[config.mk]
export PLATFORM = sky130hd
export DESIGN_NAME = tile_ctrl_top
export DESIGN_NICKNAME = d
export VERILOG_FILES = /design/src/rtl/tile_ctrl_pkg.sv /design/src/rtl/cfg_if.sv /design/src/rtl/cfg_regs.sv /design/src/rtl/flow_gate.sv /design/src/rtl/tile_ctrl_top.sv /design/src/rtl/tile_sequencer.sv
export VERILOG_INCLUDE_DIRS = /design/src /design/src/rtl
export SDC_FILE = /design/constraint.sdc
export NUM_CORES = 1
export LEC_CHECK = 0
export ABC_AREA = 1
export BUFFER_PORTS_ARGS = -buffer_cell sky130_fd_sc_hd__buf_2
export CORE_AREA = 2 2 124 126
export CTS_CLUSTER_SIZE = 10
export DETAILED_ROUTE_END_ITERATION = 8
export DIE_AREA = 0 0 126 128
export HOLD_SLACK_MARGIN = 0.02
export SLEW_MARGIN = 20
export SYNTH_ARGS = -nofsm -noshare
export SYNTH_HDL_FRONTEND = slang
export SYNTH_SLANG_ARGS = --single-unit
[constraint.sdc]
create_clock -name clk_i -period 3.1 [get_ports clk_i]
set_input_delay 0.62 -clock clk_i [delete_from_list [all_inputs] [get_ports clk_i]]
set_output_delay 0.62 -clock clk_i [all_outputs]
set_load 0.02 [all_outputs]
[src/rtl/tile_ctrl_macros.svh]
/*
 * tile geometry, FIFO limit and bus widths of the tiling controller
 */
`ifndef TILE_CTRL_MACROS_SVH
`define TILE_CTRL_MACROS_SVH

// tile edge and beats per row group
`define TC_M 4
`define TC_N 2
`define TC_BEATS_PER_TILE ((`TC_M * `TC_M) / `TC_N)

// output tiles allowed in flight
`define TC_FIFO_DEPTH 4

// counters and tile-count fields
`define TC_CNT_W 8

// wishbone data width and word-address width
`define TC_WB_DW 32
`define TC_WB_AW 3

`endif

[src/rtl/tile_ctrl_pkg.sv]
/*
 * layer and step encodings of the tiling controller
 */
package tile_ctrl_pkg;

  // layer type as written to CTRL[2:1]
  typedef enum logic [1:0] {
    Linear      = 2'd0,
    Feedforward = 2'd1
  } layer_e;

  // current step of the sequencer
  typedef enum logic [1:0] {
    Idle   = 2'd0,
    MatMul = 2'd1,  // linear
    F1     = 2'd2,  // feedforward, first matmul
    F2     = 2'd3   // feedforward, second matmul
  } step_e;

endpackage

[src/rtl/cfg_if.sv]
/*
 * configuration and status bundle between register block and sequencer
 */
`timescale 1ns/1ps
`include "tile_ctrl_macros.svh"

interface cfg_if;

  logic                  start;   // one-cycle pulse
  tile_ctrl_pkg::layer_e layer;
  logic [`TC_CNT_W-1:0]  tile_s;
  logic [`TC_CNT_W-1:0]  tile_e;
  logic [`TC_CNT_W-1:0]  tile_p;
  logic [`TC_CNT_W-1:0]  tile_f;
  logic                  busy;

  modport regs (output start, layer, tile_s, tile_e, tile_p, tile_f, input busy);

  modport seq (input start, layer, tile_s, tile_e, tile_p, tile_f, output busy);

endinterface

[src/rtl/cfg_regs.sv]
/*
 * wishbone classic slave with layer and tile-count registers,
 * start pulse generation and status readback
 */
`timescale 1ns/1ps
`include "tile_ctrl_macros.svh"

module cfg_regs (
  input  logic                 clk_i,
  input  logic                 rst_ni,
  input  logic                 wb_cyc_i,
  input  logic                 wb_stb_i,
  input  logic                 wb_we_i,
  input  logic [`TC_WB_AW-1:0] wb_adr_i,
  input  logic [`TC_WB_DW-1:0] wb_dat_i,
  output logic [`TC_WB_DW-1:0] wb_dat_o,
  output logic                 wb_ack_o,
  cfg_if.regs                  cfg
);

  localparam logic [`TC_WB_AW-1:0] ADDR_CTRL   = 3'd0;
  localparam logic [`TC_WB_AW-1:0] ADDR_TILE_S = 3'd1;
  localparam logic [`TC_WB_AW-1:0] ADDR_TILE_E = 3'd2;
  localparam logic [`TC_WB_AW-1:0] ADDR_TILE_P = 3'd3;
  localparam logic [`TC_WB_AW-1:0] ADDR_TILE_F = 3'd4;
  localparam logic [`TC_WB_AW-1:0] ADDR_STATUS = 3'd5;

  logic                  ack_q;
  logic                  req;
  logic                  wr;
  logic                  start_q;
  tile_ctrl_pkg::layer_e layer_q;
  logic [`TC_CNT_W-1:0]  tile_s_q;
  logic [`TC_CNT_W-1:0]  tile_e_q;
  logic [`TC_CNT_W-1:0]  tile_p_q;
  logic [`TC_CNT_W-1:0]  tile_f_q;
  logic [`TC_WB_DW-1:0]  rdata;
  logic [`TC_WB_DW-1:0]  rdata_q;

  // new request only while no ack is out
  assign req = wb_cyc_i & wb_stb_i & ~ack_q;
  assign wr  = req & wb_we_i;

  always_comb begin
    rdata = '0;
    case (wb_adr_i)
      ADDR_CTRL:   rdata[2:1] = layer_q;  // start bit reads 0
      ADDR_TILE_S: rdata[`TC_CNT_W-1:0] = tile_s_q;
      ADDR_TILE_E: rdata[`TC_CNT_W-1:0] = tile_e_q;
      ADDR_TILE_P: rdata[`TC_CNT_W-1:0] = tile_p_q;
      ADDR_TILE_F: rdata[`TC_CNT_W-1:0] = tile_f_q;
      ADDR_STATUS: rdata[0] = cfg.busy;
      default:     rdata = '0;
    endcase
  end

  always_ff @(posedge clk_i or negedge rst_ni) begin
    if (!rst_ni) begin
      ack_q    <= 1'b0;
      start_q  <= 1'b0;
      layer_q  <= tile_ctrl_pkg::Linear;
      tile_s_q <= '0;
      tile_e_q <= '0;
      tile_p_q <= '0;
      tile_f_q <= '0;
    end else begin
      ack_q   <= req;
      start_q <= wr && (wb_adr_i == ADDR_CTRL) && wb_dat_i[0];
      if (wr) begin
        case (wb_adr_i)
          ADDR_CTRL:   layer_q  <= tile_ctrl_pkg::layer_e'(wb_dat_i[2:1]);
          ADDR_TILE_S: tile_s_q <= wb_dat_i[`TC_CNT_W-1:0];
          ADDR_TILE_E: tile_e_q <= wb_dat_i[`TC_CNT_W-1:0];
          ADDR_TILE_P: tile_p_q <= wb_dat_i[`TC_CNT_W-1:0];
          ADDR_TILE_F: tile_f_q <= wb_dat_i[`TC_CNT_W-1:0];
          default: ;  // status is read-only
        endcase
      end
    end
  end

  // read data, sampled with the ack
  always_ff @(posedge clk_i) begin
    if (req) begin
      rdata_q <= rdata;
    end
  end

  assign wb_ack_o   = ack_q;
  assign wb_dat_o   = rdata_q;
  assign cfg.start  = start_q;
  assign cfg.layer  = layer_q;
  assign cfg.tile_s = tile_s_q;
  assign cfg.tile_e = tile_e_q;
  assign cfg.tile_p = tile_p_q;
  assign cfg.tile_f = tile_f_q;

endmodule

[src/rtl/flow_gate.sv]
/*
 * beat acceptance, per-tile beat count and output back-pressure
 */
`timescale 1ns/1ps
`include "tile_ctrl_macros.svh"

module flow_gate (
  input  logic clk_i,
  input  logic rst_ni,
  input  logic active_i,
  input  logic last_inner_i,
  input  logic inp_valid_i,
  input  logic weight_valid_i,
  input  logic bias_valid_i,
  input  logic oup_valid_i,
  input  logic oup_ready_i,
  output logic inp_ready_o,
  output logic weight_ready_o,
  output logic bias_ready_o,
  output logic calc_en_o,
  output logic tile_done_o
);

  localparam int BEAT_W = $clog2(`TC_BEATS_PER_TILE);
  localparam int FLT_W  = $clog2(`TC_FIFO_DEPTH + 1);

  logic [BEAT_W-1:0] beat_q;
  logic [FLT_W-1:0]  inflight_q;
  logic              stall;
  logic              open;
  logic              inc;
  logic              dec;

  assign stall = (inflight_q >= FLT_W'(`TC_FIFO_DEPTH));  // output FIFO full
  assign open  = active_i & ~stall;

  assign inp_ready_o    = open & weight_valid_i;
  assign weight_ready_o = open & inp_valid_i;
  assign bias_ready_o   = open & weight_valid_i;
  assign calc_en_o      = open & inp_valid_i & weight_valid_i & bias_valid_i;
  assign tile_done_o    = calc_en_o && (beat_q == BEAT_W'(`TC_BEATS_PER_TILE - 1));

  // last-inner beats produce output, handshakes drain it
  assign inc = calc_en_o & last_inner_i;
  assign dec = oup_valid_i & oup_ready_i & (inflight_q != '0);

  always_ff @(posedge clk_i or negedge rst_ni) begin
    if (!rst_ni) begin
      beat_q     <= '0;
      inflight_q <= '0;
    end else begin
      if (!active_i) begin
        beat_q <= '0;
      end else if (calc_en_o) begin
        beat_q <= tile_done_o ? '0 : beat_q + BEAT_W'(1);
      end
      case ({inc, dec})
        2'b10:   inflight_q <= inflight_q + FLT_W'(1);
        2'b01:   inflight_q <= inflight_q - FLT_W'(1);
        default: inflight_q <= inflight_q;  // none or both
      endcase
    end
  end

endmodule

[src/rtl/tile_ctrl_top.sv]
/*
 * tiling controller top: register block, step sequencer, flow gate
 */
`timescale 1ns/1ps
`include "tile_ctrl_macros.svh"

module tile_ctrl_top (
  input  logic                 clk_i,
  input  logic                 rst_ni,
  input  logic                 wb_cyc_i,
  input  logic                 wb_stb_i,
  input  logic                 wb_we_i,
  input  logic [`TC_WB_AW-1:0] wb_adr_i,
  input  logic [`TC_WB_DW-1:0] wb_dat_i,
  output logic [`TC_WB_DW-1:0] wb_dat_o,
  output logic                 wb_ack_o,
  input  logic                 inp_valid_i,
  input  logic                 weight_valid_i,
  input  logic                 bias_valid_i,
  input  logic                 oup_valid_i,
  input  logic                 oup_ready_i,
  output logic                 inp_ready_o,
  output logic                 weight_ready_o,
  output logic                 bias_ready_o,
  output logic                 calc_en_o,
  output tile_ctrl_pkg::step_e step_o,
  output logic [`TC_CNT_W-1:0] tile_x_o,
  output logic [`TC_CNT_W-1:0] tile_y_o,
  output logic [`TC_CNT_W-1:0] inner_tile_o,
  output logic                 first_inner_tile_o,
  output logic                 last_inner_tile_o,
  output logic                 busy_o
);

  logic active;
  logic tile_done;

  cfg_if cfg_bus ();

  cfg_regs cfg_regs_i (
    .clk_i    (clk_i),
    .rst_ni   (rst_ni),
    .wb_cyc_i (wb_cyc_i),
    .wb_stb_i (wb_stb_i),
    .wb_we_i  (wb_we_i),
    .wb_adr_i (wb_adr_i),
    .wb_dat_i (wb_dat_i),
    .wb_dat_o (wb_dat_o),
    .wb_ack_o (wb_ack_o),
    .cfg      (cfg_bus.regs)
  );

  tile_sequencer tile_sequencer_i (
    .clk_i              (clk_i),
    .rst_ni             (rst_ni),
    .cfg                (cfg_bus.seq),
    .tile_done_i        (tile_done),
    .active_o           (active),
    .step_o             (step_o),
    .tile_x_o           (tile_x_o),
    .tile_y_o           (tile_y_o),
    .inner_tile_o       (inner_tile_o),
    .first_inner_tile_o (first_inner_tile_o),
    .last_inner_tile_o  (last_inner_tile_o)
  );

  flow_gate flow_gate_i (
    .clk_i          (clk_i),
    .rst_ni         (rst_ni),
    .active_i       (active),
    .last_inner_i   (last_inner_tile_o),
    .inp_valid_i    (inp_valid_i),
    .weight_valid_i (weight_valid_i),
    .bias_valid_i   (bias_valid_i),
    .oup_valid_i    (oup_valid_i),
    .oup_ready_i    (oup_ready_i),
    .inp_ready_o    (inp_ready_o),
    .weight_ready_o (weight_ready_o),
    .bias_ready_o   (bias_ready_o),
    .calc_en_o      (calc_en_o),
    .tile_done_o    (tile_done)
  );

  assign busy_o = active;  // step not idle

endmodule

[src/rtl/tile_sequencer.sv]
/*
 * step FSM with outer and inner tile counters
 */
`timescale 1ns/1ps
`include "tile_ctrl_macros.svh"

module tile_sequencer (
  input  logic                 clk_i,
  input  logic                 rst_ni,
  cfg_if.seq                   cfg,
  input  logic                 tile_done_i,
  output logic                 active_o,
  output tile_ctrl_pkg::step_e step_o,
  output logic [`TC_CNT_W-1:0] tile_x_o,
  output logic [`TC_CNT_W-1:0] tile_y_o,
  output logic [`TC_CNT_W-1:0] inner_tile_o,
  output logic                 first_inner_tile_o,
  output logic                 last_inner_tile_o
);

  tile_ctrl_pkg::step_e step_d, step_q;
  logic [`TC_CNT_W-1:0] inner_d, inner_q;
  logic [`TC_CNT_W-1:0] x_d, x_q;
  logic [`TC_CNT_W-1:0] y_d, y_q;
  logic [`TC_CNT_W-1:0] inner_lim;
  logic [`TC_CNT_W-1:0] x_lim;
  logic [`TC_CNT_W-1:0] inner_last;
  logic [`TC_CNT_W-1:0] x_last;
  logic [`TC_CNT_W-1:0] y_last;

  // loop limits of the current step
  always_comb begin
    case (step_q)
      tile_ctrl_pkg::F1: begin
        inner_lim = cfg.tile_e;
        x_lim     = cfg.tile_f;
      end
      tile_ctrl_pkg::F2: begin
        inner_lim = cfg.tile_f;
        x_lim     = cfg.tile_e;
      end
      default: begin  // MatMul, Idle
        inner_lim = cfg.tile_e;
        x_lim     = cfg.tile_p;
      end
    endcase
  end

  assign inner_last = inner_lim - `TC_CNT_W'(1);
  assign x_last     = x_lim - `TC_CNT_W'(1);
  assign y_last     = cfg.tile_s - `TC_CNT_W'(1);

  always_comb begin
    step_d  = step_q;
    inner_d = inner_q;
    x_d     = x_q;
    y_d     = y_q;

    if (step_q == tile_ctrl_pkg::Idle) begin
      if (cfg.start) begin
        step_d = (cfg.layer == tile_ctrl_pkg::Feedforward) ? tile_ctrl_pkg::F1
                                                           : tile_ctrl_pkg::MatMul;
      end
    end else if (tile_done_i) begin
      if (inner_q != inner_last) begin
        inner_d = inner_q + `TC_CNT_W'(1);
      end else begin
        inner_d = '0;
        if (x_q != x_last) begin
          x_d = x_q + `TC_CNT_W'(1);
        end else begin
          x_d = '0;
          if (y_q != y_last) begin
            y_d = y_q + `TC_CNT_W'(1);
          end else begin
            // end of step, counters already cleared
            y_d    = '0;
            step_d = (step_q == tile_ctrl_pkg::F1) ? tile_ctrl_pkg::F2
                                                   : tile_ctrl_pkg::Idle;
          end
        end
      end
    end
  end

  always_ff @(posedge clk_i or negedge rst_ni) begin
    if (!rst_ni) begin
      step_q  <= tile_ctrl_pkg::Idle;
      inner_q <= '0;
      x_q     <= '0;
      y_q     <= '0;
    end else begin
      step_q  <= step_d;
      inner_q <= inner_d;
      x_q     <= x_d;
      y_q     <= y_d;
    end
  end

  assign active_o           = (step_q != tile_ctrl_pkg::Idle);
  assign step_o             = step_q;
  assign tile_x_o           = x_q;
  assign tile_y_o           = y_q;
  assign inner_tile_o       = inner_q;
  assign first_inner_tile_o = active_o && (inner_q == '0);
  assign last_inner_tile_o  = active_o && (inner_q == inner_last);
  assign cfg.busy           = active_o;

endmodule

# == Word-level counts from Yosys, hierarchy flattened ==
# Cells that the tools add are included.
# totals
word_cells,101
regBits,76
inputBits,45
output_inout_bits,66
# classes
bitwise,16
n_addsub,9
muxes,20
n_reduce_logical,21
eq_ne,20
magnitude_cmp,1
# ops
cell,count
$mux 8,4
$add 8x1->8 const B,3
$ne 8x8->1,3
$sub 8x1->8 const B,3
$pmux 5 s4,1
$mux 2,8
$pmux 8 s2,1
$reduce_and 2->1,6
$and 1x1->1,11
$pmux 2 s5,1
$eq 3x3->1 const B,3
$mux 3,3
$eq 8x8->1,1
$logic_not 8->1,1
$ne 2x1->1 const B,4
$add 3x1->3 const B,2
$eq 2x2->1 const B,3
$eq 3x2->1 const B,2
$pmux 3 s2,1
$reduce_bool 2->1,3
$logic_and 1x1->1,5
$not 1->1,5
$pmux 1 s5,1
$reduce_and 5->1,1
other kinds (10),11

# == Logic depth before layout (Yosys ltp) ==
# logic_depth
depth_word,10
depth_mapped,22
mapped_depth_nobuf,20

# == Modules after synthesis ==
# From an unflattened synthesis, not the netlist that was laid out.
# hier_totals
cells_unflattened,743
area_unflattened_um2,5322.6
# by_module_without_submodules
mod,cells_per_inst,instances,area_each_um2,seq_area_each_um2
tile_sequencer,433,1,2735.1,650.6
cfg_regs,264,1,2178.3,1141.1
flow_gate,46,1,409.1,150.1

# == Worst setup path before layout ==
# No wires, ideal clock.
# synth_timing
kind,flip-flop to flip-flop
start,"register tile_sequencer_i.step_q[0], in the netlist tile_sequencer_i.step_o[0]"
end,register flow_gate_i.inflight_q[1]
setup_ns,0.083
required_ns,3.017
setup_slack_ns,0.011
stages_incl_launch_ff,20
arrival_ns,3.007
synth_period_minus_slack_ns,3.089
path_buffers,2
cell_sequence,dfrtp_1 -> buf_6 -> nand2_4 -> buf_6 -> nand2_2 -> o21ai_4 -> ha_1 -> xor2_1 -> nand2_1 -> nor2_1 -> and2_1 -> nand3_1 -> nor2_1 -> nand2_2 -> nor2_4 -> nand2_1 -> ha_1 -> inv_1 -> fa_1 -> o21ai_0
# synth_between
elab_chain_len,8
elab_cells_between_ends,15
classes_between,1 x add/sub; 4 x eq/ne; 2 x mux; 5 x bitwise; 3 x reduce/logical
# synth_lines
element,line_no,text
from (decl),tile_sequencer.sv:21,"tile_ctrl_pkg::step_e step_d, step_q;"
from (signal assigned),tile_sequencer.sv:88,step_q <= tile_ctrl_pkg::Idle;
from (signal assigned),tile_sequencer.sv:93,step_q <= step_d;
$eq 2x2->1,tile_sequencer.sv:33,case (step_q)
$mux 8,tile_sequencer.sv:33,
$sub 8x1->8,tile_sequencer.sv:49,assign inner_last = inner_lim - `TC_CNT_W'(1);
$eq 8x8->1,tile_sequencer.sv:106,assign last_inner_tile_o = active_o && (inner_q == inner_last);
$logic_and 1x1->1 *,tile_sequencer.sv:106,
named net last_inner_tile_o,tile_ctrl_top.sv:31,"output logic last_inner_tile_o,"
$and 1x1->1 *,flow_gate.sv:44,assign inc = calc_en_o & last_inner_i;
$eq 2x1->1 or $eq 2x2->1 (tied branches),flow_gate.sv:57,"case ({inc, dec})"
$pmux 3 s2 or $reduce_bool 2->1 (tied branches),n/a,
to (signal assigned),flow_gate.sv:58,2'b10: inflight_q <= inflight_q + FLT_W'(1);
to (signal assigned),flow_gate.sv:59,2'b01: inflight_q <= inflight_q - FLT_W'(1);
to (signal assigned),flow_gate.sv:60,default: inflight_q <= inflight_q;
to (decl),flow_gate.sv:28,logic [FLT_W-1:0] inflight_q;
# The timed path passes the listed nets; every way through them passes the cells marked *.
# A chain may end at the register's enable or synchronous reset.

# == Final worst setup path ==
# layout_timing
start,"register tile_sequencer_i.step_q[0], in the netlist tile_sequencer_i.step_o[0]"
end,output port last_inner_tile_o
# layout_between
elab_chain_len,5
elab_cells_between_ends,6
classes_between,1 x add/sub; 2 x eq/ne; 1 x mux; 2 x reduce/logical
# layout_lines
element,line_no
$eq 2x2->1,tile_sequencer.sv:33
$mux 8,tile_sequencer.sv:33
$sub 8x1->8,tile_sequencer.sv:49
$eq 8x8->1,tile_sequencer.sv:106
$logic_and 1x1->1 *,tile_sequencer.sv:106
to (decl),tile_ctrl_top.sv:31
# Mark *: on every way between the ends. The rest lies on a longest branch, timed or not.

==> metrics.md <==
| Metric | Value |
|---|---|
| CP Launch Type | `flip-flop` |
| Count of different cell masters after synthesis | `41` |
| CTS Sinks | `76` |
| CP most frequent cell | `nand2_1` |
| # DRC | `0` |
| Dominant cell type by area after synthesis | `dfrtp_1` |
| CTS tree | `built` |
| Overall Global Routing Usage | `17.1%` |
| # IOs | `111` |
| Hold-fix buffers, CTS | `0` |
| Slew headroom | `53.1%` |
| Post-Syn Instances | `698` |
| Sw Share | `about a third` |
| Skew final | `8.99 ps` |
| Final setup viols | `0` |
| Crit. End Element | `output port` |
| FMAX | `336 MHz` |
| Avg Inst Size Synth | `7.29 um^2` |
| Via density | `around 4.7` |
| Warnings, synthesis | `0` |
| Site row count | `45` |
| Place WS | `32.0 ps` |
| CTS buffer count | `9` |
| DIE AREA | `16,100 um^2` |
| Antenna Cells | `0` |
| Die height | `128 um` |
| Hold Path Class | `input port to async pin` |
| Slew Limit Fails | `0` |
| Power, Total | `approximately 0.0034 W` |
| Bufs on Longest Clock Path | `2` |
| H-tree Lvls | `3` |
| Top cells by count, synth | `nand2_1, inv_1, dfrtp_1` |
| Crit path cell chain | `nand2_4, nand2_1, o21ai_2, ha_4, xor2_1, nand2_1, nor2_2, and2_1, nand3_1, nor2_1, nand2_2, nor2_4, buf_6` |
| P_sw | `0.00115 W` |
| Tcrit/Tclk final | `96.0%` |
| Worst Path Arrival | `2360 ps` |
| Largest net degree at the start of global routing | `30` |
| Seq/Total Area, Yosys | `approximately two fifths` |
| Slowest CP cell | `dfrtp_2` |
| Placed cell area | `5510 um^2` |
| Top FF cell, synth | `dfrtp_1` |
| Leading cell types by total area after synthesis | `dfrtp_1, nand2_1, inv_1, nand3_1, o21ai_0` |
| Initial antenna violation count | `0` |
| Port Buffers | `62` |
| Routed len/inst | `13.8 um` |
| Clk_lat worst skew | `between 300 and 400 ps` |
| Share of cells above drive strength 1 | `17.4%` |
| Core area | `14,900 um^2` |
| Req. time, crit path | `between 2000 and 2500 ps` |
| Initial Util | `between 30% and 40%` |
| Area growth syn-to-layout | `16.5%` |
| EDFF count, synth | `8` |
| Clock transition at path regs | `approximately 60 ps` |
| Max Cap Viol | `0` |
| CP max FO | `6` |
| Setup ws final | `~120 ps` |
| Worst hold slack | `322 ps` |
| Share of power burned in registers | `36.5%` |
| CTS Root Cell | `clkbuf_16` |
| Max VDD drop | `0.000301 V` |
| Worst Tran Pin Value | `703 ps` |
| Number of global-route vias before repair | `4,373` |
| Final Hold Fails | `0` |
| Flops & latches, synth | `76` |
| Logic pwr share | `28.5%` |
| Initial DRC Count | `around 250` |
| Final #Nets | `826` |
| Mapped cell area | `around 5000 um^2` |
| Congestion Overflow GR | `0` |
| Share of the synthesized area in the top cell type | `between 30% and 40%` |
| GP Congestion | `0.832` |
| Status | `complete, no violations` |
| Most frequent cell after synthesis | `nand2_1` |
| First-pass GRT wire length | `around 22,000 um` |
| Die width | `about 130 um` |
| Crit path time final | `2980 ps` |
| Largest stage delay, worst path | `between 400 and 500 ps` |
| Total wire length | `13,300 um` |
| Ys async rst share | `roughly nine tenths` |
| Lkg Pwr | `around 3.1 nW` |
| Drt pass-1 iters | `5` |
| CP Class | `flip-flop to output port` |
| RSZ-0062 raised after global routing | `yes` |
| Clock Power Share | `35.0%` |
| Via Count | `4,544` |
| Internal Power | `0.00222 W` |
| Total Neg Setup Slack | `0 ps` |
| Hpwl dp | `slightly above 10,000 um` |
| Cell Pwr Density | `569 nW/um^2` |
| Final Instance Area | `5930 um^2` |
| ANT nets after route | `0` |
==> power by group through the flow <==
stage                     clock [W]  combinational, W  sequential, W
after floorplan                   0          0.000729        0.00122
after global placement            0          0.000898        0.00124
after detailed placement          0          0.000920        0.00124
after CTS                   0.00120          0.000927        0.00123
after global routing        0.00124           0.00110        0.00125
final                       0.00118          0.000960        0.00123
==> worst max-delay path: cells and delay by family, from the launching register on <==
kind | cells | cell delay [ps]
AO/OA/AOI/OAI | 1 | 110
flip-flops | 1 | 440
AND/OR/NAND/NOR | 9 | 900
adder cells (fa/ha/maj) | 1 | 240
buffers and inverters | 1 | 130
XOR/XNOR | 1 | 170
==> layout make-up <==
type                            instances  area, um^2
Clock buffer                           12         256
Clock inverter                          4        71.3
Fill cell                            1599        8940
Inverter                               93         353
Multi-Input combinational cell        516        2660
Sequential cell                        76        1940
Tap cell                              188         235
Timing Repair Buffer                   74         407
==> through the flow <==
stage | util [%] | cells
floorplan | - | 721
global placement | 37.1 | 941
detailed placement | 37.1 | 941
CTS | 39.4 | 960
global route | 39.9 | 963
finish | 39.9 | 963
==> routing by layer <==
metal | wire [um] | GRT usage [%] | vias up
met5 | 0 | 0 | -
met4 | 281 | 7.11 | 0
met3 | 471 | 2.80 | 17
met2 | 6520 | 28.4 | 88
met1 | 6000 | 22.3 | 2093
li1 | - | - | 2346
==> placed cells by master, fill, tap and decap left out, drive strengths merged, types with 11 or more instances in the layout <==
cell type,n
o21ai,68
nand4,11
nor3,19
nor2,48
dfrtp,68
xor2,16
nand3,56
buf,74
nand2,223
conb,24
clkbuf,12
inv,93
==> final timing paths <==
check	start	endpoint	slack, ps	cells past startpoint
max reg2reg	tile_sequencer_i.step_o[0]	flow_gate_i.inflight_q[1]	260	17
min in group clk_i	flow_gate_i.inflight_q[0]	flow_gate_i.inflight_q[0]	480	1
min reg2reg	flow_gate_i.inflight_q[0]	flow_gate_i.inflight_q[0]	480	1
max	tile_sequencer_i.step_o[0]	last_inner_tile_o	120	13
min	rst_ni	tile_sequencer_i.tile_x_o[1]	320	1
max in group asynchronous	rst_ni	tile_sequencer_i.step_o[0]	1980	2
==> sequential cells by signal, summed over array words and instances (netlist names) <==
| register | cells |
|---|---|
| cfg_regs_i.cfg.tile_e | 8 |
| cfg_regs_i.cfg.tile_f | 8 |
| cfg_regs_i.cfg.tile_p | 8 |
| cfg_regs_i.cfg.tile_s | 8 |
| cfg_regs_i.wb_dat_o | 8 |
| tile_sequencer_i.inner_tile_o | 8 |
| tile_sequencer_i.tile_x_o | 8 |
| tile_sequencer_i.tile_y_o | 8 |
| flow_gate_i.beat_q | 3 |
| flow_gate_i.inflight_q | 3 |
| cfg_regs_i.cfg.layer | 2 |
| tile_sequencer_i.step_o | 2 |
| cfg_regs_i.cfg.start | 1 |
| cfg_regs_i.wb_ack_o | 1 |
==> what timing repair did <==
item,CTS,global route
gates resized for setup,2,14
endpoints found under the setup margin,1,12
pin swaps,1,5
setup buffers,2,3
cloned,1,0
==> cell families after synthesis <==
logic type	after synthesis	share of synthesized area, %
AOI/OAI and AO/OA	89	10.6
xor gates and xnor gates	28	5.36
adders and majority gates	11	2.85
buffers and inverters	130	12.0
DFF	76	38.2
other	1	0.0737
and+or+nand+nor	363	30.9
(Power assumes the default switching activity.)
